$ cat config.mk
export PLATFORM = sky130hd
export DESIGN_NAME = mc_resp_gen
export DESIGN_NICKNAME = d
export VERILOG_FILES = /design/src/hw/mc_mem_pkg.sv /design/src/hw/mc_resp_gen.sv
export SDC_FILE = /design/constraint.sdc
export NUM_CORES = 1
export LEC_CHECK = 0
export BUFFER_PORTS_ARGS = -buffer_cell sky130_fd_sc_hd__buf_2
export CORE_ASPECT_RATIO = 0.8
export CORE_MARGIN = 2
export CORE_UTILIZATION = 38
export DETAILED_ROUTE_END_ITERATION = 10
export PLACE_DENSITY = 0.74
export SLEW_MARGIN = 25
export SYNTH_ARGS = -nofsm -noshare
export SYNTH_HDL_FRONTEND = slang
export SYNTH_SLANG_ARGS = --single-unit
$ cat constraint.sdc
create_clock -name clk_i -period 4.3 [get_ports clk_i]
set_input_delay 0.645 -clock clk_i [delete_from_list [all_inputs] [get_ports clk_i]]
set_output_delay 0.645 -clock clk_i [all_outputs]
set_load 0.1 [all_outputs]
$ cat src/hw/mc_mem_pkg.sv
// Shared widths, field types and packet formats for the host memory path.
// The host request, the decoded request and the response all live here so
// that the decode, execute and result stages agree on one layout.
// Modules refer to the contents by scoped names.

package mc_mem_pkg;

  localparam int DATA_W = 32;
  localparam int ADDR_W = 16;
  localparam int X_W = 3;
  localparam int NUM_COLS = 4;

  // dram field widths, these add up to ADDR_W
  localparam int BA_W = 2;
  localparam int BG_W = 1;
  localparam int RO_W = 6;
  localparam int CO_W = 5;
  localparam int BO_W = 2;

  localparam int NUM_BANKS = (1 << BG_W) * (1 << BA_W);
  localparam int COL_SEL_W = $clog2(NUM_COLS);
  localparam int BANK_SEL_W = BG_W + BA_W;

  // word address inside one column, in dram order
  localparam int WORD_AW = RO_W + BG_W + BA_W + CO_W;
  localparam int MEM_AW = COL_SEL_W + WORD_AW;
  localparam int MEM_WORDS = 1 << MEM_AW;

  // open-row table covers every bank of every column
  localparam int ORT_AW = COL_SEL_W + BANK_SEL_W;
  localparam int ORT_ENTRIES = NUM_COLS * NUM_BANKS;

  typedef logic [DATA_W-1:0] data_t;
  typedef logic [ADDR_W-1:0] addr_t;
  typedef logic [X_W-1:0]    col_t;
  typedef logic [RO_W-1:0]   row_t;
  typedef logic [BA_W-1:0]   ba_t;
  typedef logic [BG_W-1:0]   bg_t;
  typedef logic [CO_W-1:0]   co_t;
  typedef logic [BO_W-1:0]   bo_t;

  typedef enum logic {e_load, e_store} mc_op_e;

  typedef enum logic [1:0] {e_ok, e_bad_dest, e_misaligned} mc_status_e;

  typedef enum logic [1:0] {e_idle, e_busy, e_wait_release} hs_state_e;

  // address as the cache side sends it, msb first
  typedef struct packed {
    ba_t  ba;
    bg_t  bg;
    row_t ro;
    co_t  co;
    bo_t  bo;
  } cache_addr_s;

  typedef struct packed {
    row_t ro;
    bg_t  bg;
    ba_t  ba;
    co_t  co;
  } dram_addr_s;

  typedef struct packed {
    mc_op_e op;
    col_t   dest_x;
    addr_t  addr;
    data_t  data;
  } mc_req_pkt_s;

  typedef struct packed {
    mc_op_e     op;
    mc_status_e status;
    col_t       column;
    dram_addr_s addr;
    data_t      data;
  } mc_dec_s;

  typedef struct packed {
    mc_op_e     op;
    mc_status_e status;
    data_t      data;
    logic       row_hit;
  } mc_resp_pkt_s;

endpackage

$ cat src/hw/mc_resp_gen.sv
// Result stage and host response sender.
// Registers one response from the execute stage and returns it over the
// four-phase resp_req/resp_ack channel. The packet stays stable while
// resp_req_o is high, and the next item is taken only after the host has
// released resp_ack_i.

`timescale 1ns/1ps

module mc_resp_gen (
  input  logic                      clk_i
  , input  logic                    reset_i

  , input  logic                    res_valid_i
  , input  mc_mem_pkg::mc_resp_pkt_s res_i
  , output logic                    res_ready_o

  , output logic                    resp_req_o
  , output mc_mem_pkg::mc_resp_pkt_s resp_pkt_o
  , input  logic                    resp_ack_i
);

  mc_mem_pkg::hs_state_e    state_q;
  mc_mem_pkg::hs_state_e    state_n;
  mc_mem_pkg::mc_resp_pkt_s resp_q;
  logic                     load_resp;

  assign res_ready_o = (state_q == mc_mem_pkg::e_idle);
  assign load_resp   = res_ready_o && res_valid_i;

  always_comb begin
    state_n = state_q;
    case (state_q)
      mc_mem_pkg::e_idle: begin
        if (load_resp) begin
          state_n = mc_mem_pkg::e_busy;
        end
      end
      mc_mem_pkg::e_busy: begin
        if (resp_ack_i) begin
          state_n = mc_mem_pkg::e_wait_release;
        end
      end
      mc_mem_pkg::e_wait_release: begin
        // wait for host to drop ack
        if (!resp_ack_i) begin
          state_n = mc_mem_pkg::e_idle;
        end
      end
      default: begin
        state_n = mc_mem_pkg::e_idle;
      end
    endcase
  end

  always_ff @(posedge clk_i) begin
    if (reset_i) begin
      state_q <= mc_mem_pkg::e_idle;
    end else begin
      state_q <= state_n;
    end
  end

  always_ff @(posedge clk_i) begin
    if (load_resp) begin
      resp_q <= res_i;
    end
  end

  assign resp_req_o = (state_q == mc_mem_pkg::e_busy);
  assign resp_pkt_o = resp_q;

endmodule

* Yosys cells after proc, flatten, opt, wreduce, memory -nomap -nowiden *
Cells that the tools add are included.

storage, ports and cells
  flip-flop bits (word level) = 38
  word-level logic and storage cells = 17

operators by class
  reduce and logical (&&, ||, !) cells = 3
  eq/ne operators = 5
  multiplexer cells = 4

operators by type and width
  kind                                                 count
  2-to-1 mux 2 bit                                     3
  case mux 2 bit (3 select lines)                      1
  != test 2 x 1 -> 1 bit, second input constant        2
  AND reduction 3 bit                                  1
  equality test 2 x 1 -> 1 bit, second input constant  1
  equality test 2 bit, second input constant           1
  zero test 2 bit                                      1
  != test 2 bit, second input constant                 1
  logical AND 1 bit                                    1

* Depth between registers and ports, before layout *
Gate-level depths: netlist of run 1.

  depth in word-level cells = 4
  gate-level depth with buffers = 2
  mapped depth without buffers = 2

* Worst setup path after synthesis of run 1 *
Ideal clock, no wire load.

  path type = register -> register
  from = reg state_q[1]
  to = reg resp_q, in the netlist resp_pkt_o[0], enable pin
  stages on the path, launching flop included = 3
  arrival time = 2.672 ns
  slack = 1.232 ns
  clock period less this slack = 3.068 ns
  setup time = 0.396 ns
  path through = dfxtp_1 > nor2_1 > and2_1

on the way
  longest elaborated chain between the ends = 2

RTL lines
  what                      line               text
  start: declaration        mc_resp_gen.sv:22  mc_mem_pkg::hs_state_e state_q;
  start signal: assignment  mc_resp_gen.sv:57  state_q <= mc_mem_pkg::e_idle;
  start signal: assignment  mc_resp_gen.sv:59  state_q <= state_n;
  zero test 2 bit           mc_resp_gen.sv:27  assign res_ready_o = (state_q == mc_mem_pkg::e_idle);
  net res_ready_o           mc_resp_gen.sv:15  , output logic res_ready_o
  logical AND 1 bit         mc_resp_gen.sv:28  assign load_resp = res_ready_o && res_valid_i;
  net load_resp             mc_resp_gen.sv:25  logic load_resp;
  end signal: assignment    mc_resp_gen.sv:65  resp_q <= res_i;
  end: declaration          mc_resp_gen.sv:24  mc_mem_pkg::mc_resp_pkt_s resp_q;

The timed path passes the listed nets, and every way through them passes these cells.
A chain may end at the register's enable or synchronous reset.

* Worst setup path in the final report of run 1 *
  from = reg state_q[0]
  to = out resp_req_o

on the way
  longest elaborated chain between the ends = 1

RTL lines
  what                          line               text
  equality test 2 x 1 -> 1 bit  mc_resp_gen.sv:69  assign resp_req_o = (state_q == mc_mem_pkg::e_busy);
  end: declaration              mc_resp_gen.sv:17  , output logic resp_req_o

No other way between the ends.

==> metrics, run 1 <==
Tcrit/Tclk final 44.4%; Area contributors post-synth edfxtp_1 93%, dfxtp_1 3.4%, a2111oi_1 0.86%, xnor2_1 0.75%, nor2_1 0.64%; Worst Reg-to-Reg Cells 3; worst hold path startpoint state_q[1]$_SDFFE_PP0P_; FMAX 524 MHz; Global Route Usage Sum 13.4%; DR vias 736; first-pass GRT wire length 3150 um; post-synthesis cell type count 8; layout cells sized above 1 64.9%; post-synth top area share 92.6%; Fillers 233; Initial Util 41.0%; Detail Route Antenna Nets 0; CTS hold repair buffers 0; clock tree buffer depth 2; Hold Path Class reg2reg; Ys Warns 0; CORE AREA 0.00285 mm^2; WP data arrival 1.26 ns; Place WS 2.33 ns; Slew Viols, Final 0; area leader, netlist edfxtp_1; Syn Std Cell Area 0.00117 mm^2; initial antenna violation count 0; Root Buffer clkbuf_8; Resize count post-CTS 0; Design Power 0.00103 W; Worst-Margin Slew 0.532 ns; RSZ-0062 raised after global routing false; CTS clk-pin slew, worst paths 0.07 ns; H-tree level count 2; DR iter-0 viols 12; chip width 66.0 um; Worst EP required 3.65 ns; DR pass1 iterations 4; Port Buffers 77; Avg Cell Area, Syn 25.9 um^2; WL/cell 13.3 um; #FFs+latches synth 38; worst-path maximum fanout 5; clock latency on the worst-skew pair 0.28 ns; minimum clock period 1.91 ns; Std-Cell Rows 17; Post-synth top cells 36 x edfxtp_1, 2 x dfxtp_1, 2 x nor2_1; CP startpoint kind flop; peak supply drop 0.368 mV; GPL Wtd Cong 0.675; die area 0.00353 mm^2; Hold EP state_q[0]$_SDFFE_PP0P_; outcome complete, no violations; Worst Setup Path Type reg2out; number of global-route vias before repair 680; worst flop-to-flop path endpoint resp_pkt_o[3]$_DFFE_PP_; diode count 0; Num CTS Buffers 5; Post-CTS Repair Setup Buffers 0; Slew HR 64.5%; FF/Latch Area 0.00112 mm^2; Multi-input gate area 46.3 um^2; total of max-cap violations 0; Worst Hold Depth 1; Critical R2R Launch state_q[1]$_SDFFE_PP0P_; type of element capturing the critical path output port; Final Core Density 61.1%; vias per std cell 4.36; post-layout net count 170; Die Y 53.6 um; cell area power density 591 mW/mm^2; boundary pin count 78; Finish-stage setup viols 0; Setup Skew 0.00376 ns; drc violations 0; Fin Setup TNS 0 ns; Leak 0.746 nW; count leader, synth edfxtp_1; Hold Fails Final Rpt 0; Reg2Reg Setup Slack 2.55 ns; Post-Syn Instances 45; FFs w/ async S/R, synth 0%; Syn Nets 85; CTS tree built; final worst setup slack 2.39 ns; DP Wirelength 1730 um; final wirelength 2250 um; Seq/Total Area, Yosys 96.0%; largest net degree at the start of global routing 26; Layout area overhead 49.1%; grt ovf 0; Post-synth EDFFs 36; Post-synth top flop edfxtp_1; CTS sink cnt 38
[registers in the layout (all words and copies together), names as in the netlist]
signal      count
state_q         2
resp_pkt_o     36
[power by group]
| part | total [W] | switching, W | internal (W) |
|---|---|---|---|
| sequential | 0.000443 | 0.00000703 | 0.000436 |
| clock | 0.000347 | 0.000118 | 0.000229 |
| combinational | 0.000239 | 0.000207 | 0.0000317 |
| total | 0.00103 | 0.000332 | 0.000697 |
[per-stage QoR]
| step | cell area [um^2] | std cells | hold WS (ns) |
|---|---|---|---|
| detailed placement | 1610 | 161 | 0.503 |
| finish | 1740 | 169 | 0.523 |
| global placement | 1610 | 161 | 0.472 |
| global route | 1740 | 169 | 0.512 |
| floorplan | 1170 | 45 | 0.461 |
| CTS | 1740 | 169 | 0.520 |
[cell usage in the layout (no fill, tap or decap)]
cell	synthesis	layout
nor3b_1	1	1
buf_4	0	1
and2_1	1	1
nor2b_1	1	1
bufinv_16	0	2
a2111oi_1	1	1
xnor2_1	1	1
buf_2	0	77
edfxtp_1	36	36
nor2_1	2	2
clkbuf_8	0	5
clkinv_1	0	1
dfxtp_1	2	2
[cells by family (layout without fill, tap and decap cells)]
| logic type | count (synthesis) | after routing | share of synthesized area [%] |
|---|---|---|---|
| AO/OA/AOI/OAI | 1 | 1 | 0.857 |
| XOR/XNOR | 1 | 1 | 0.750 |
| buffers and inverters | 0 | 86 | 0 |
| flip-flops | 38 | 38 | 96.0 |
| AND/OR/NAND/NOR | 5 | 5 | 2.36 |
[worst max-delay path, cell delays in order (launching register included)]
cell	delay (ns)
dfxtp_1	0.40
nor2b_1	0.15
buf_2	0.43
[worst max path at each step]
stage | startpoint | endpoint | slack [ns] | depth (start not counted)
6_report | state_q[0]$_SDFFE_PP0P_ | resp_req_o | 2.39 | 2
5_1_grt | state_q[0]$_SDFFE_PP0P_ | resp_req_o | 2.32 | 2
4_1_cts | state_q[0]$_SDFFE_PP0P_ | resp_req_o | 2.38 | 2
3_5_place_dp | res_valid_i | resp_pkt_o[0]$_DFFE_PP_ | 2.33 | 3
3_3_place_gp | res_valid_i | resp_pkt_o[4]$_DFFE_PP_ | 2.43 | 3
2_1_floorplan | state_q[1]$_SDFFE_PP0P_ | resp_pkt_o[0]$_DFFE_PP_ | 1.23 | 2
[metal layers]
layer / part of all wire, % / vias up / track usage, %
met4: 1.3 / 0 / 6.12
met5: 0 / - / 0
li1: - / 347 / -
met2: 50 / 54 / 21.7
met3: 14 / 4 / 8.58
met1: 35 / 331 / 13.9
[layout make-up]
cell class,count,share of cell area (%)
multi-input cells,7,2.66
well taps,38,2.73
clock inverters,3,3.67
flip-flops and latches,38,64.4
repair buffers,78,22.6
clock buffers,5,3.95
No activity file was read; power rests on OpenSTA's default activity.
==> inputs of run 2 (changes only) <==
==> constraint.sdc (replaced) <==
create_clock -name clk_i -period 1.95 [get_ports clk_i]
set_input_delay 0.2925 -clock clk_i [delete_from_list [all_inputs] [get_ports clk_i]]
set_output_delay 0.2925 -clock clk_i [all_outputs]
set_load 0.1 [all_outputs]
==> run 2 against run 1 <==
Effect of this change:
- die area stayed put
- highest routed layer unchanged
- count of clock-buffer cells in the layout stayed put
- flip-flop and latch count stayed put
- combinational power is 120% higher
- power is 94% higher
- first-iteration DRC count is 67% higher
- sequential share of layout area is 0.89 points higher
- cell area is 1.4% lower
==> metrics, run 2 (synthesized netlist as in run 1, its figures left out) <==
worst flop-to-flop path endpoint resp_pkt_o[7]$_DFFE_PP_; DR iter-0 viols 20 (+8); Root Buffer clkbuf_8; DR pass1 iterations 3 (-1); cell area power density 1170 mW/mm^2 (+97%); Worst Setup Path Type reg2out; Global Route Usage Sum 12.9% (-0.51 points); WP data arrival 1.32 ns (+0.06 ns); Worst EP required 1.66 ns (-1.99 ns); GPL Wtd Cong 0.636 (-5.7%); Slew HR 66.9% (+2.4 points); Hold Path Class in2reg; total of max-cap violations 0 (unchanged); Detail Route Antenna Nets 0 (unchanged); switching power 0.000718 W (+120%); worst hold path startpoint res_i[21]; Combinational Power Share 26.6% (+3.4 points); first-pass GRT wire length 3040 um (-3.7%); Leak 0.729 nW (-2.3%); Design Power 0.00200 W (+94%); Initial Util 41.0% (unchanged); switch share 35.9% (+3.6 points); Final Core Density 60.2% (-0.83 points); Std-Cell Rows 17 (unchanged); critical path, cell by cell nor2b_2 > buf_2; CTS clk-pin slew, worst paths 0.07 ns (about the same); Num CTS Buffers 5 (unchanged); die area 0.00353 mm^2 (unchanged); CTS tree built; outcome complete, no violations; post-layout net count 170 (unchanged); Critical R2R Launch state_q[1]$_SDFFE_PP0P_; part of the power in registers 48.9% (+5.8 points); Worst Reg-to-Reg Cells 3 (unchanged); DR vias 715 (-2.9%); diode count 0 (unchanged); Worst Hold Depth 1 (unchanged); Resize count post-CTS 0 (unchanged); slowest cell on the critical path dfxtp_1; drc violations 0 (unchanged); Slew Viols, Final 0 (unchanged); Port Buffers 77 (unchanged); placed cell count 161 (unchanged); final wirelength 2170 um (-3.5%); initial antenna violation count 0 (unchanged); CTS hold repair buffers 0 (unchanged); Post-CTS Repair Setup Buffers 0 (unchanged); Fillers 229 (-1.7%); WL/cell 12.8 um (-3.5%); Worst-Margin Slew 0.500 ns (-0.0321 ns); Setup Skew 0.00352 ns (-0.000241 ns); Hold EP resp_pkt_o[21]$_DFFE_PP_; worst-path maximum fanout 5 (unchanged); number of global-route vias before repair 670 (-1.5%); clock latency on the worst-skew pair 0.28 ns (about the same); Layout area overhead 47.1%; CTS sink cnt 38 (unchanged); Hold Fails Final Rpt 0 (unchanged); clock power share 24.5% (-9.2 points); vias per std cell 4.23 (-2.9%); FMAX 619 MHz; Top delay family on crit path flip-flops; clock tree buffer depth 2 (unchanged); boundary pin count 78 (unchanged); RSZ-0062 raised after global routing false; Finish-stage setup viols 0 (unchanged); Critical Path Stages 2 (unchanged); Layout Cells excl Fill 169 (unchanged); H-tree level count 2 (unchanged); peak supply drop 0.790 mV (+110%); CP startpoint kind flop; most frequent cells in the layout 77 x buf_2, 36 x edfxtp_1, 5 x clkbuf_8, 2 x dfxtp_1; max reg flops 36 (unchanged); crit-path max cell delay 0.45 ns (+0.02 ns); CORE AREA 0.00285 mm^2 (unchanged); Fin Setup TNS 0 ns (unchanged); layout cells sized above 1 67.2% (+2.3 points); Critical path origin state_q[0]$_SDFFE_PP0P_; type of element capturing the critical path output port; grt ovf 0 (unchanged); largest net degree at the start of global routing 37 (+42%); internal power 0.00128 W (+84%); Tcrit/Tclk final 82.9%; CP Buf/Inv Count 1 (unchanged); Reg2Reg Setup Slack 0.76 ns (-1.79 ns); most common cell after layout, fill and taps aside buf_2; minimum clock period 1.62 ns; chip width 66.0 um (unchanged); Die Y 53.6 um (unchanged)
## run 2: cell types whose count changed in the layout (fill, tap and decap cells not counted), sizes merged
cell | previous run | this run
bufinv | 2 | 0
clkinv | 1 | 2
clkinvlp | 0 | 1
## run 2: metal layers
metal  vias to the layer above  global-route usage (%)  routed length, um
met3                         2                    7.32                313
li1                        345                       -                  -
met2                        53                    21.2               1030
met5                         -                       0                  0
met1                       315                    13.2                801
met4                         0                    7.14                 22
## run 2: how the worst max path moves through the flow
| stage | to | slack, ns |
|---|---|---|
| 2_1_floorplan | resp_pkt_o[0]$_DFFE_PP_ | 0.05 |
| 3_3_place_gp | resp_req_o | 0.67 |
| 3_5_place_dp | resp_req_o | 0.64 |
| 4_1_cts | resp_req_o | 0.31 |
| 5_1_grt | resp_req_o | 0.29 |
| 6_report | resp_req_o | 0.33 |
## run 2: layout make-up
| class | count | area (um^2) | share of cell area [%] |
|---|---|---|---|
| clock inverters | 3 | 16.3 | 0.948 |
| well taps | 38 | 47.5 | 2.77 |
| clock buffers | 5 | 68.8 | 4.01 |
| repair buffers | 78 | 405 | 23.6 |
| multi-input cells | 7 | 57.6 | 3.35 |
| flip-flops and latches | 38 | 1120 | 65.3 |
## run 2: power groups by stage
stage / clock, W / sequential [W] / combinational, W
finish: 0.000490 / 0.000979 / 0.000532
global route: 0.000554 / 0.000984 / 0.000547
CTS: 0.000521 / 0.000980 / 0.000536
detailed placement: 0 / 0.000998 / 0.000536
global placement: 0 / 0.000994 / 0.000532
floorplan: 0 / 0.00137 / 0.0000633
## run 2: worst register-to-register path, stage by stage (launching register included)
cell and delay [ns]:
dfxtp_1 0.38, nor2_4 0.13, and2_2 0.16, buf_12 0.21
## run 2: metrics by stage
stage / worst slack (ns) / area, um^2 / hold slack (ns)
after global routing: 0.288 / 1720 / 0.162
after floorplan: 0.0493 / 1180 / 0.369
after CTS: 0.315 / 1720 / 0.169
after global placement: 0.671 / 1630 / 0.469
after detailed placement: 0.637 / 1630 / 0.471
final: 0.334 / 1720 / 0.183
