## config.mk

```make
export PLATFORM = sky130hd
export DESIGN_NAME = mc_req_decode
export DESIGN_NICKNAME = d
export VERILOG_FILES = /design/src/hw/mc_mem_pkg.sv /design/src/hw/mc_req_decode.sv
export SDC_FILE = /design/constraint.sdc
export NUM_CORES = 1
export LEC_CHECK = 0
export ABC_AREA = 1
export BUFFER_PORTS_ARGS = -buffer_cell sky130_fd_sc_hd__buf_2
export CAP_MARGIN = 25
export CORE_ASPECT_RATIO = 1.2
export CORE_MARGIN = 2
export CORE_UTILIZATION = 46
export CTS_BUF_LIST = sky130_fd_sc_hd__clkbuf_8
export DETAILED_ROUTE_END_ITERATION = 8
export GPL_ROUTABILITY_DRIVEN = 0
export PLACE_DENSITY = 0.89
export SETUP_SLACK_MARGIN = 0.05
export SKIP_LAST_GASP = 1
export SYNTH_ARGS = -nofsm -noshare
export SYNTH_HDL_FRONTEND = slang
export SYNTH_SLANG_ARGS = --single-unit
```

## constraint.sdc

```tcl
create_clock -name clk_i -period 3.11 [get_ports clk_i]
set_input_delay 0.311 -clock clk_i [delete_from_list [all_inputs] [get_ports clk_i]]
set_output_delay 0.311 -clock clk_i [all_outputs]
set_load 0.01 [all_outputs]
```

## src/hw/mc_mem_pkg.sv

```systemverilog
// Shared widths, field types and packet formats for the host memory path.
// The host request, the decoded request and the response all live here so
// that the decode, execute and result stages agree on one layout.
// Modules refer to the contents by scoped names.

package mc_mem_pkg;

  localparam int DATA_W = 32;
  localparam int ADDR_W = 16;
  localparam int X_W = 3;
  localparam int NUM_COLS = 4;

  // dram field widths, these add up to ADDR_W
  localparam int BA_W = 2;
  localparam int BG_W = 1;
  localparam int RO_W = 6;
  localparam int CO_W = 5;
  localparam int BO_W = 2;

  localparam int NUM_BANKS = (1 << BG_W) * (1 << BA_W);
  localparam int COL_SEL_W = $clog2(NUM_COLS);
  localparam int BANK_SEL_W = BG_W + BA_W;

  // word address inside one column, in dram order
  localparam int WORD_AW = RO_W + BG_W + BA_W + CO_W;
  localparam int MEM_AW = COL_SEL_W + WORD_AW;
  localparam int MEM_WORDS = 1 << MEM_AW;

  // open-row table covers every bank of every column
  localparam int ORT_AW = COL_SEL_W + BANK_SEL_W;
  localparam int ORT_ENTRIES = NUM_COLS * NUM_BANKS;

  typedef logic [DATA_W-1:0] data_t;
  typedef logic [ADDR_W-1:0] addr_t;
  typedef logic [X_W-1:0]    col_t;
  typedef logic [RO_W-1:0]   row_t;
  typedef logic [BA_W-1:0]   ba_t;
  typedef logic [BG_W-1:0]   bg_t;
  typedef logic [CO_W-1:0]   co_t;
  typedef logic [BO_W-1:0]   bo_t;

  typedef enum logic {e_load, e_store} mc_op_e;

  typedef enum logic [1:0] {e_ok, e_bad_dest, e_misaligned} mc_status_e;

  typedef enum logic [1:0] {e_idle, e_busy, e_wait_release} hs_state_e;

  // address as the cache side sends it, msb first
  typedef struct packed {
    ba_t  ba;
    bg_t  bg;
    row_t ro;
    co_t  co;
    bo_t  bo;
  } cache_addr_s;

  typedef struct packed {
    row_t ro;
    bg_t  bg;
    ba_t  ba;
    co_t  co;
  } dram_addr_s;

  typedef struct packed {
    mc_op_e op;
    col_t   dest_x;
    addr_t  addr;
    data_t  data;
  } mc_req_pkt_s;

  typedef struct packed {
    mc_op_e     op;
    mc_status_e status;
    col_t       column;
    dram_addr_s addr;
    data_t      data;
  } mc_dec_s;

  typedef struct packed {
    mc_op_e     op;
    mc_status_e status;
    data_t      data;
    logic       row_hit;
  } mc_resp_pkt_s;

endpackage

```

## src/hw/mc_req_decode.sv

```systemverilog
// Host request receiver and decode stage.
// Takes one request per four-phase req/ack exchange when its slot is empty,
// checks the destination column and word alignment, and turns the cache
// address into dram fields. The decoded request goes to the execute stage
// over a valid/ready channel.

`timescale 1ns/1ps

module mc_req_decode (
  input  logic                     clk_i
  , input  logic                   reset_i

  , input  logic                   req_i
  , input  mc_mem_pkg::mc_req_pkt_s req_pkt_i
  , output logic                   ack_o

  , output logic                   dec_valid_o
  , output mc_mem_pkg::mc_dec_s    dec_o
  , input  logic                   dec_ready_i
);

  mc_mem_pkg::hs_state_e   state_q;
  mc_mem_pkg::hs_state_e   state_n;
  mc_mem_pkg::cache_addr_s cache_addr;
  mc_mem_pkg::mc_dec_s     dec_n;
  mc_mem_pkg::mc_dec_s     dec_q;
  logic                    dec_valid_q;
  logic                    capture;

  assign cache_addr = req_pkt_i.addr;

  // field split and request check
  always_comb begin
    dec_n.op      = req_pkt_i.op;
    dec_n.column  = req_pkt_i.dest_x;
    dec_n.addr.ro = cache_addr.ro;
    dec_n.addr.bg = cache_addr.bg;
    dec_n.addr.ba = cache_addr.ba;
    dec_n.addr.co = cache_addr.co;
    dec_n.data    = req_pkt_i.data;

    if (req_pkt_i.dest_x >= mc_mem_pkg::col_t'(mc_mem_pkg::NUM_COLS)) begin
      dec_n.status = mc_mem_pkg::e_bad_dest;
    end else if (cache_addr.bo != '0) begin
      dec_n.status = mc_mem_pkg::e_misaligned;
    end else begin
      dec_n.status = mc_mem_pkg::e_ok;
    end
  end

  // only sample a new request with the slot empty
  assign capture = (state_q == mc_mem_pkg::e_idle) && req_i && !dec_valid_q;

  always_comb begin
    state_n = state_q;
    case (state_q)
      mc_mem_pkg::e_idle: begin
        if (capture) begin
          state_n = mc_mem_pkg::e_busy;
        end
      end
      mc_mem_pkg::e_busy: begin
        // host released req, drop ack
        if (!req_i) begin
          state_n = mc_mem_pkg::e_idle;
        end
      end
      default: begin
        state_n = mc_mem_pkg::e_idle;
      end
    endcase
  end

  always_ff @(posedge clk_i) begin
    if (reset_i) begin
      state_q     <= mc_mem_pkg::e_idle;
      dec_valid_q <= 1'b0;
    end else begin
      state_q <= state_n;
      if (capture) begin
        dec_valid_q <= 1'b1;
      end else if (dec_valid_q && dec_ready_i) begin
        dec_valid_q <= 1'b0;
      end
    end
  end

  always_ff @(posedge clk_i) begin
    if (capture) begin
      dec_q <= dec_n;
    end
  end

  assign ack_o       = (state_q == mc_mem_pkg::e_busy);
  assign dec_valid_o = dec_valid_q;
  assign dec_o       = dec_q;

endmodule

```

# --- Yosys cells after proc, flatten, opt, wreduce, memory -nomap -nowiden ---
# Cells that the tools add are included.
classes:
  bitwise_logic: 0
  n_mux: 6
  n_reduce_logical: 8
  multipliers: 0
  n_lt_le_gt_ge: 1
  n_eq_ne: 3
  n_addsub: 0
  n_shift: 0
  div: 0
ops:
  columns: ["operator", "count"]
  rows:
  - ["$mux W2", 3]
  - ["$ne A2 B2 Y1 const B", 2]
  - ["$pmux W2 S2", 1]
  - ["$reduce_bool A2 Y1", 2]
  - ["$ge A3 B3 Y1 const B", 1]
  - ["$logic_and A1 B1 Y1", 3]
  - ["$eq A2 B1 Y1 const B", 1]
  - ["$logic_not A2 Y1", 1]
  - ["$mux W1", 2]
  - ["$reduce_and A2 Y1", 1]
  - ["$logic_not A1 Y1", 1]
totals:
  word_cells: 28
  register_bits: 55
  ram_bits: 0
  latch_bits: 0
  mem_bits_ro: 0
  memories: 0

# --- Longest topological paths before layout ---
# Gate-level depths: netlist of run 1.
logic_depth:
  word_depth: 5
  depth_mapped: 3
  mapped_depth_nobuf: 3

# --- Worst setup path after synthesis of run 1 ---
# OpenSTA, ideal clock, no wires.
synth_timing:
  kind: "register to register"
  from: "register state_q[0]"
  to: "register dec_q, in the netlist dec_o[0], enable pin"
  required_ns: 2.704
  stages_incl_launch_ff: 4
  arrival_time_ns: 1.533
  setup_slack_ns: 1.170
  path_cell_list: "dfxtp_1 nor2_1 nand2_1 inv_1"
synth_via:
  elab_chain_cells: 3
synth_rtl:
  columns: ["item", "line_no", "source"]
  rows:
  - ["from (decl)", "mc_req_decode.sv:22", "mc_mem_pkg::hs_state_e state_q;"]
  - ["from (signal assigned)", "mc_req_decode.sv:76", "state_q <= mc_mem_pkg::e_idle;"]
  - ["from (signal assigned)", "mc_req_decode.sv:79", "state_q <= state_n;"]
  - ["$logic_not A2 Y1", "mc_req_decode.sv:52", "assign capture = (state_q == mc_mem_pkg::e_idle) && req_i && !dec_valid_q;"]
  - ["$logic_and A1 B1 Y1 (2 in a row)", "mc_req_decode.sv:52", null]
  - ["net capture", "mc_req_decode.sv:28", "logic capture;"]
  - ["to (signal assigned)", "mc_req_decode.sv:90", "dec_q <= dec_n;"]
  - ["to (decl)", "mc_req_decode.sv:26", "mc_mem_pkg::mc_dec_s dec_q;"]
# The timed path passes the listed nets, and every way through them passes these cells.
# A chain may end at the register's enable or synchronous reset.

# --- Worst setup path in the final report of run 1 ---
layout_timing:
  from: "register dec_valid_q (netlist: dec_valid_o)"
  to: "register dec_q, in the netlist dec_o[7], enable pin"
layout_via:
  elab_chain_cells: 2
layout_rtl:
  columns: ["item", "line_no", "source"]
  rows:
  - ["from (decl)", "mc_req_decode.sv:27", "logic dec_valid_q;"]
  - ["from (signal assigned)", "mc_req_decode.sv:77", "dec_valid_q <= 1'b0;"]
  - ["from (signal assigned)", "mc_req_decode.sv:81", "dec_valid_q <= 1'b1;"]
  - ["from (signal assigned)", "mc_req_decode.sv:83", "dec_valid_q <= 1'b0;"]
  - ["$logic_not A1 Y1", "mc_req_decode.sv:52", null]
  - ["$logic_and A1 B1 Y1", "mc_req_decode.sv:52", null]
  - ["net capture", "mc_req_decode.sv:28", null]
# The timed path passes the listed nets, and every way through them passes these cells.

==> results by group, run 1 <==
Logic synthesis
  – Mux cell area share after synthesis: 0
  – Most numerous cell in the Yosys netlist: edfxtp_1
  – Synth Area in XOR/XNOR: 0
  – Cells after Synth: 66
  – Synth area leaders: edfxtp_1, dfxtp_1, nor2_1
  – Synth Net Count: 122
  – Netlist cell types: 8
  – Largest family of logic cells by synthesized area: simple AND/OR/NAND/NOR gates
  – Syn_area_per_cell: 25.0 sq um
  – Yosys warns: 0
  – FF+latch count, synth: 54
  – Area leader, netlist: edfxtp_1
  – Synth Area in Simple Gates: 0.0136
  – Seq/Total Area, Yosys: 0.969
  – Post-synth ARST share: 0
  – Post-synth top flop: edfxtp_1
  – Fraction of the mapped netlist area in compound gates: 0.00833
  – Post-synthesis adder-cell area fraction: 0
  – Post-synth EDFFs: 52
  – Post-synth top cells: edfxtp_1, nor2_1, inv_1
  – Top cell type's share of synthesized area: 0.945
  – Synthesized cell area: 1650 sq um

Die
  – Chip Width: between 50 and 60 um
  – Die area: 4090 sq um
  – Die H: 69.7 um
  – Rows: 23
  – Floorplan core area: approximately 3400 sq um
  – Initial Util: 0.487
  – # IOs: between 100 and 150

Timing
  – Worst Tran Pin Value: 0.243 ns
  – Clk_skew: approximately 0.0046 ns
  – Fin crit share: 0.400
  – Setup tns final: 0 ns
  – Worst setup margin: 1.87 ns
  – Worst slew margin: 0.838
  – RSZ-0062 raised after global routing: no
  – Final Slew Violations: 0
  – Post-layout min period: 1.24 ns
  – Fmax: 0.804 GHz
  – Setup violations, final: 0
  – Final Hold Vio Count: 0

Place
  – PortBufs: around 110
  – Final HPWL DP: 2450 um
  – Pre-CTS setup slack: 1.44 ns

Drt
  – Wire per inst: 14.5 um
  – Total wire length: ~3200 um
  – 1st-iter DRT viols: 31
  – Pre-antenna DRT Iters: 6
  – Antenna-violating nets left: 0
  – Vias: about 1,000
  – DR DRC count: 6
  – Vias/cell: 4.63

Worst hold path
  – Worst min-delay path category: input pin to flip-flop

Critical path
  – Endpoint class of the critical path: flip-flop
  – Reg-to-Reg Start: dec_valid_o
  – Critical Path RT: roughly 3.1 ns
  – Crit path max fanout: 49
  – CP Launch Type: flip-flop
  – RR Endpoint: dec_o[7]
  – Critical path capture point: dec_o[7]
  – WP data arrival: roughly 1.2 ns
  – Worst Reg2Reg Path Length in Cells: 4
  – Setup crit start: dec_valid_o
  – Type of the worst setup path: flip-flop to flip-flop
  – Reg2Reg Setup Slack: approximately 1.9 ns

Outcome
  – Status: complete, but fails checks
  – Failing checks: design-rule violations

Clock network
  – Post-CTS Hold Fix Bufs: 0
  – CTS Buf Count: 5
  – CTS tree: yes
  – Post-CTS Setup Repair Bufs: 0
  – CTS HTree Levels: 2
  – CTS Sinks: 54
  – Cts repair resizes: 0
  – CTS root buf: clkbuf_8
  – Skew-Pair Late Insertion Delay: 0.30 ns
  – Clock Path Buffers: 2
  – Clk slew on worst S/H paths: 0.09 ns

Global routing
  – Largest net degree at the start of global routing: 53
  – Initial antenna violation count: 0
  – Number of global-route vias before repair: 1,134
  – GRT Resource Usage Total: 0.168
  – First-pass GRT wire length: 5020 um
  – Total grt overflow: 0

Power
  – Worst VDD drop: 0.431 mV
  – PwrDens: 585 nW/um^2
  – Leak: 1.02 nW

Finish
  – Layout cells sized above 1: 0.656
  – Diodes inserted: 0
  – Synthesis-to-finish area growth: 42.5%
  – Final nets: around 240
  – Final core occ: 0.693

Job
  – MaxCap Viol Count: 0
-- area by class of cell --
| type | count | area (sq um) |
|---|---|---|
| fill | 227 | 1040 |
| timing repair buffer | 110 | 566 |
| multi-input combinational | 8 | 36.3 |
| inverter | 3 | 11.3 |
| clock buffer | 5 | 68.8 |
| sequential | 54 | 1600 |
| tap | 37 | 46.3 |
| clock inverter | 3 | 25.0 |
-- through the flow --
stage               cell area, sq um  total power, W  std cells  hold WS (ns)
global route                    2350         0.00144        220         0.158
detailed placement              2240         0.00101        211         0.489
floorplan                       1650        0.000929         66         0.373
global placement                2240         0.00100        211         0.485
CTS                             2330         0.00139        219         0.169
finish                          2350         0.00138        220         0.179
-- how the worst min path moves through the flow --
stage | start | endpoint | slack [ns] | cells past startpoint
2_1_floorplan | reset_i | dec_valid_o | 0.37 | 1
3_3_place_gp | dec_valid_o | dec_valid_o | 0.48 | 2
3_5_place_dp | req_pkt_i[12] | dec_o[12] | 0.49 | 1
4_1_cts | req_pkt_i[36] | dec_o[34] | 0.17 | 1
5_1_grt | req_pkt_i[0] | dec_o[0] | 0.16 | 1
6_report | req_pkt_i[20] | dec_o[20] | 0.18 | 1
-- critical path: stages, from the launching register on --
cell     delay [ns]
dfxtp_1        0.35
nor2_1         0.10
nand2_1        0.10
inv_2          0.12
buf_12         0.26
-- power by group --
part	total (W)	switching, W	internal (W)
Combinational	0.000131	0.0000727	0.0000582
Sequential	0.000863	0.0000108	0.000853
Clock	0.000383	0.000221	0.000163
-- cells in the final DEF (no fill, tap or decap) --
master        n
inv_1         2
o21ai_0       1
inv_2         1
nor2_1        4
inv_6         1
buf_2       109
dfxtp_1       2
a21oi_2       1
clkinvlp_4    1
clkinv_4      1
buf_12        1
edfxtp_1     52
clkbuf_8      5
nand2_1       2
-- flip-flops by register name, indices dropped and copies added, names as in the netlist --
signal	cells
dec_o	52
dec_valid_o	1
state_q	1
-- cells by family (layout without fill, tap and decap cells) --
group           after synthesis  in the layout
flops                        54             54
simple gates                  6              6
buf+inv                       4            121
compound gates                2              2
-- layer usage --
metal  up-vias  global-route usage  wire length, um
met5         -                   0                0
met4         0              0.0530               35
met3         4               0.108              501
met2        82               0.274             1550
met1       451               0.172             1110
li1        481                   -                -
(Power assumes the default switching activity.)
==> run 2: changes to the inputs <==
--- a/config.mk
+++ b/config.mk
@@ -10,11 +10,11 @@
 export CAP_MARGIN = 25
 export CORE_ASPECT_RATIO = 1.2
 export CORE_MARGIN = 2
-export CORE_UTILIZATION = 46
+export CORE_UTILIZATION = 42
 export CTS_BUF_LIST = sky130_fd_sc_hd__clkbuf_8
 export DETAILED_ROUTE_END_ITERATION = 8
 export GPL_ROUTABILITY_DRIVEN = 0
-export PLACE_DENSITY = 0.89
+export PLACE_DENSITY = 0.82
 export SETUP_SLACK_MARGIN = 0.05
 export SKIP_LAST_GASP = 1
 export SYNTH_ARGS = -nofsm -noshare
==> constraint.sdc (replaced) <==
create_clock -name clk_i -period 1.25 [get_ports clk_i]
set_input_delay 0.125 -clock clk_i [delete_from_list [all_inputs] [get_ports clk_i]]
set_output_delay 0.125 -clock clk_i [all_outputs]
set_load 0.01 [all_outputs]
==> results by group, run 2 (same netlist as run 1, synthesis figures left out) <==
Worst hold path
  – Hold Startpoint: req_pkt_i[16] (was req_pkt_i[20])
  – Worst hold path depth: 1 (unchanged)
  – Worst min-delay path category: input pin to flip-flop (unchanged)

Critical path
  – Reg-to-Reg Start: dec_valid_o (unchanged)
  – Delay-heaviest family, CP: buffers and inverters (unchanged)
  – Endpoint class of the critical path: flip-flop (unchanged)
  – Largest stage delay on the critical path: 0.35 ns (about the same)
  – Worst Reg2Reg Path Length in Cells: 5 (was 4)
  – Type of the worst setup path: flip-flop to flip-flop (unchanged)
  – CP cell instances: nor2_2 -> nand2_2 -> clkinvlp_4 -> buf_12 -> clkbuf_16 (was nor2_1 -> nand2_1 -> inv_2 -> buf_12)
  – CP Launch Type: flip-flop (unchanged)
  – WP data arrival: 1.23 ns (was 1.24 ns)
  – Crit. path cell count: 5 (was 4)
  – Critical Path RT: 1.27 ns (was 3.10 ns)
  – Buf/Inv on CP: 3 (was 2)
  – Crit path max fanout: 8 (was 49)
  – CP max stage cell: dfxtp_2 (was dfxtp_1)
  – Setup crit start: dec_valid_o (unchanged)

Timing
  – Fmax: 0.827 GHz (was 0.804 GHz)
  – Clk_skew: 0.00484 ns (was 0.00460 ns)
  – Post-layout min period: 1.21 ns (was 1.24 ns)
  – Worst Tran Pin Value: 0.160 ns (was 0.243 ns)
  – Setup violations, final: 0 (unchanged)
  – Fin crit share: 0.968 (was 0.400)
  – Worst slew margin: 0.892 (was 0.838)
  – RSZ-0062 raised after global routing: yes (was no)
  – Worst setup margin: 0.0402 ns (was 1.87 ns)
  – Final Slew Violations: 0 (unchanged)
  – Setup tns final: 0 ns (unchanged)
  – Final Hold Vio Count: 0 (unchanged)

Place
  – Placement Cell Area: 2310 sq um (was 2240 sq um)
  – Final HPWL DP: 2250 um (was 2450 um)
  – PortBufs: 109 (unchanged)
  – Pre-CTS setup slack: 0.0917 ns (was 1.44 ns)
  – Placed cell count: 230 (was 211)

Clock network
  – Skew-Pair Late Insertion Delay: 0.30 ns (about the same)
  – CTS HTree Levels: 2 (unchanged)
  – Clock Path Buffers: 2 (unchanged)
  – CTS root buf: clkbuf_8 (unchanged)
  – CTS Sinks: 54 (unchanged)
  – Clk slew on worst S/H paths: 0.09 ns (about the same)
  – CTS tree: yes (unchanged)
  – CTS Buf Count: 5 (unchanged)

Global routing
  – Total grt overflow: 0 (unchanged)
  – Initial antenna violation count: 0 (unchanged)
  – Largest net degree at the start of global routing: 30 (was 53)
  – Number of global-route vias before repair: 1,135 (was 1,134)
  – First-pass GRT wire length: 5040 um (was 5020 um)
  – GRT Resource Usage Total: 0.167 (was 0.168)

Finish
  – Final nets: 296 (was 238)
  – Layout cells sized above 1: 0.548 (was 0.656)
  – Diodes inserted: 0 (unchanged)
  – Commonest non-fill, non-tap cell in the layout: buf_2 (unchanged)
  – Synthesis-to-finish area growth: 84.3% (was 42.5%)
  – Max FFs per register: 52 (unchanged)
  – Final Instance Count excl. Fillers: 295 (was 220)
  – Final Cell Area: 3050 sq um (was 2350 sq um)
  – Most frequent cells in the layout: buf_2, edfxtp_1, dlygate4sd3_1, clkbuf_8, clkbuf_16 (was buf_2, edfxtp_1, clkbuf_8, nor2_1)

Power
  – PwrDens: 1200 nW/um^2 (was 585 nW/um^2)
  – Worst VDD drop: 0.884 mV (was 0.431 mV)
  – Leak: 1.31 nW (was 1.02 nW)
  – Total power: 0.00367 W (was 0.00138 W)

Job
  – MaxCap Viol Count: 0 (unchanged)

Die
  – # IOs: 110 (unchanged)
  – Die H: 72.7 um (was 69.7 um)
  – Rows: 25 (was 23)
  – Die area: 4460 sq um (was 4090 sq um)
  – Floorplan core area: 3850 sq um (was 3400 sq um)
  – Initial Util: 0.430 (was 0.487)
  – Chip Width: 61.3 um (was 58.7 um)

Drt
  – Wire per inst: 14.9 um (was 14.5 um)
  – Pre-antenna DRT Iters: 4 (was 6)
  – Antenna-violating nets left: 0 (unchanged)
  – Vias: 1,258 (was 1,018)
  – 1st-iter DRT viols: 24 (was 31)
  – Total wire length: 4410 um (was 3200 um)
  – Vias/cell: 4.26 (was 4.63)
  – DR DRC count: 0 (was 6)

Outcome
  – Status: finished, final reports clean (was complete, but fails checks)
==> run 2: metrics by stage <==
step | utilization | hold WS [ns]
detailed placement | 0.600 | 0.296
global placement | 0.600 | 0.303
floorplan | - | 0.180
global route | 0.792 | 0.00256
CTS | 0.715 | 0.000280
finish | 0.792 | 0.0182
==> run 2: worst paths after layout <==
| kind | end | slack, ns |
|---|---|---|
| min reg2reg | dec_valid_o | 0.53 |
| max | dec_o[31] | 0.04 |
| min | dec_o[16] | 0.02 |
| max reg2reg | dec_o[31] | 0.04 |
==> run 2: area by class of cell <==
class / instances / area (sq um)
sequential: 54 / 1600
fill: 237 / 802
tap: 54 / 67.6
clock buffer: 6 / 82.6
inverter: 3 / 15.0
timing repair buffer: 168 / 1230
clock inverter: 2 / 8.76
multi-input combinational: 8 / 41.3
==> run 2: what timing repair did <==
item                                    4_1_cts  5_1_grt
endpoints found under the setup margin        0       46
resized for setup                             0        2
hold endpoints to repair                     36       14
hold buffers                                 35       14
buffers inserted                              0        2
==> run 2: worst reg2reg max path, cell delays in order (launching register included) <==
cell and delay [ns]:
dfxtp_2 0.35, nor2_2 0.10, nand2_2 0.09, clkinvlp_4 0.09, buf_12 0.14, clkbuf_16 0.16
==> run 2: layer usage <==
layer	global-route usage	wire, um	vias up
met4	0.0652	69	0
li1	-	-	601
met5	0	0	-
met1	0.157	1480	581
met2	0.311	2520	68
met3	0.0621	337	8
==> run 2: where the power goes <==
part	internal [W]	total [W]	switching, W
Sequential	0.00212	0.00215	0.0000301
Combinational	0.000326	0.000560	0.000234
Clock	0.000439	0.000952	0.000513
Total	0.00289	0.00367	0.000777
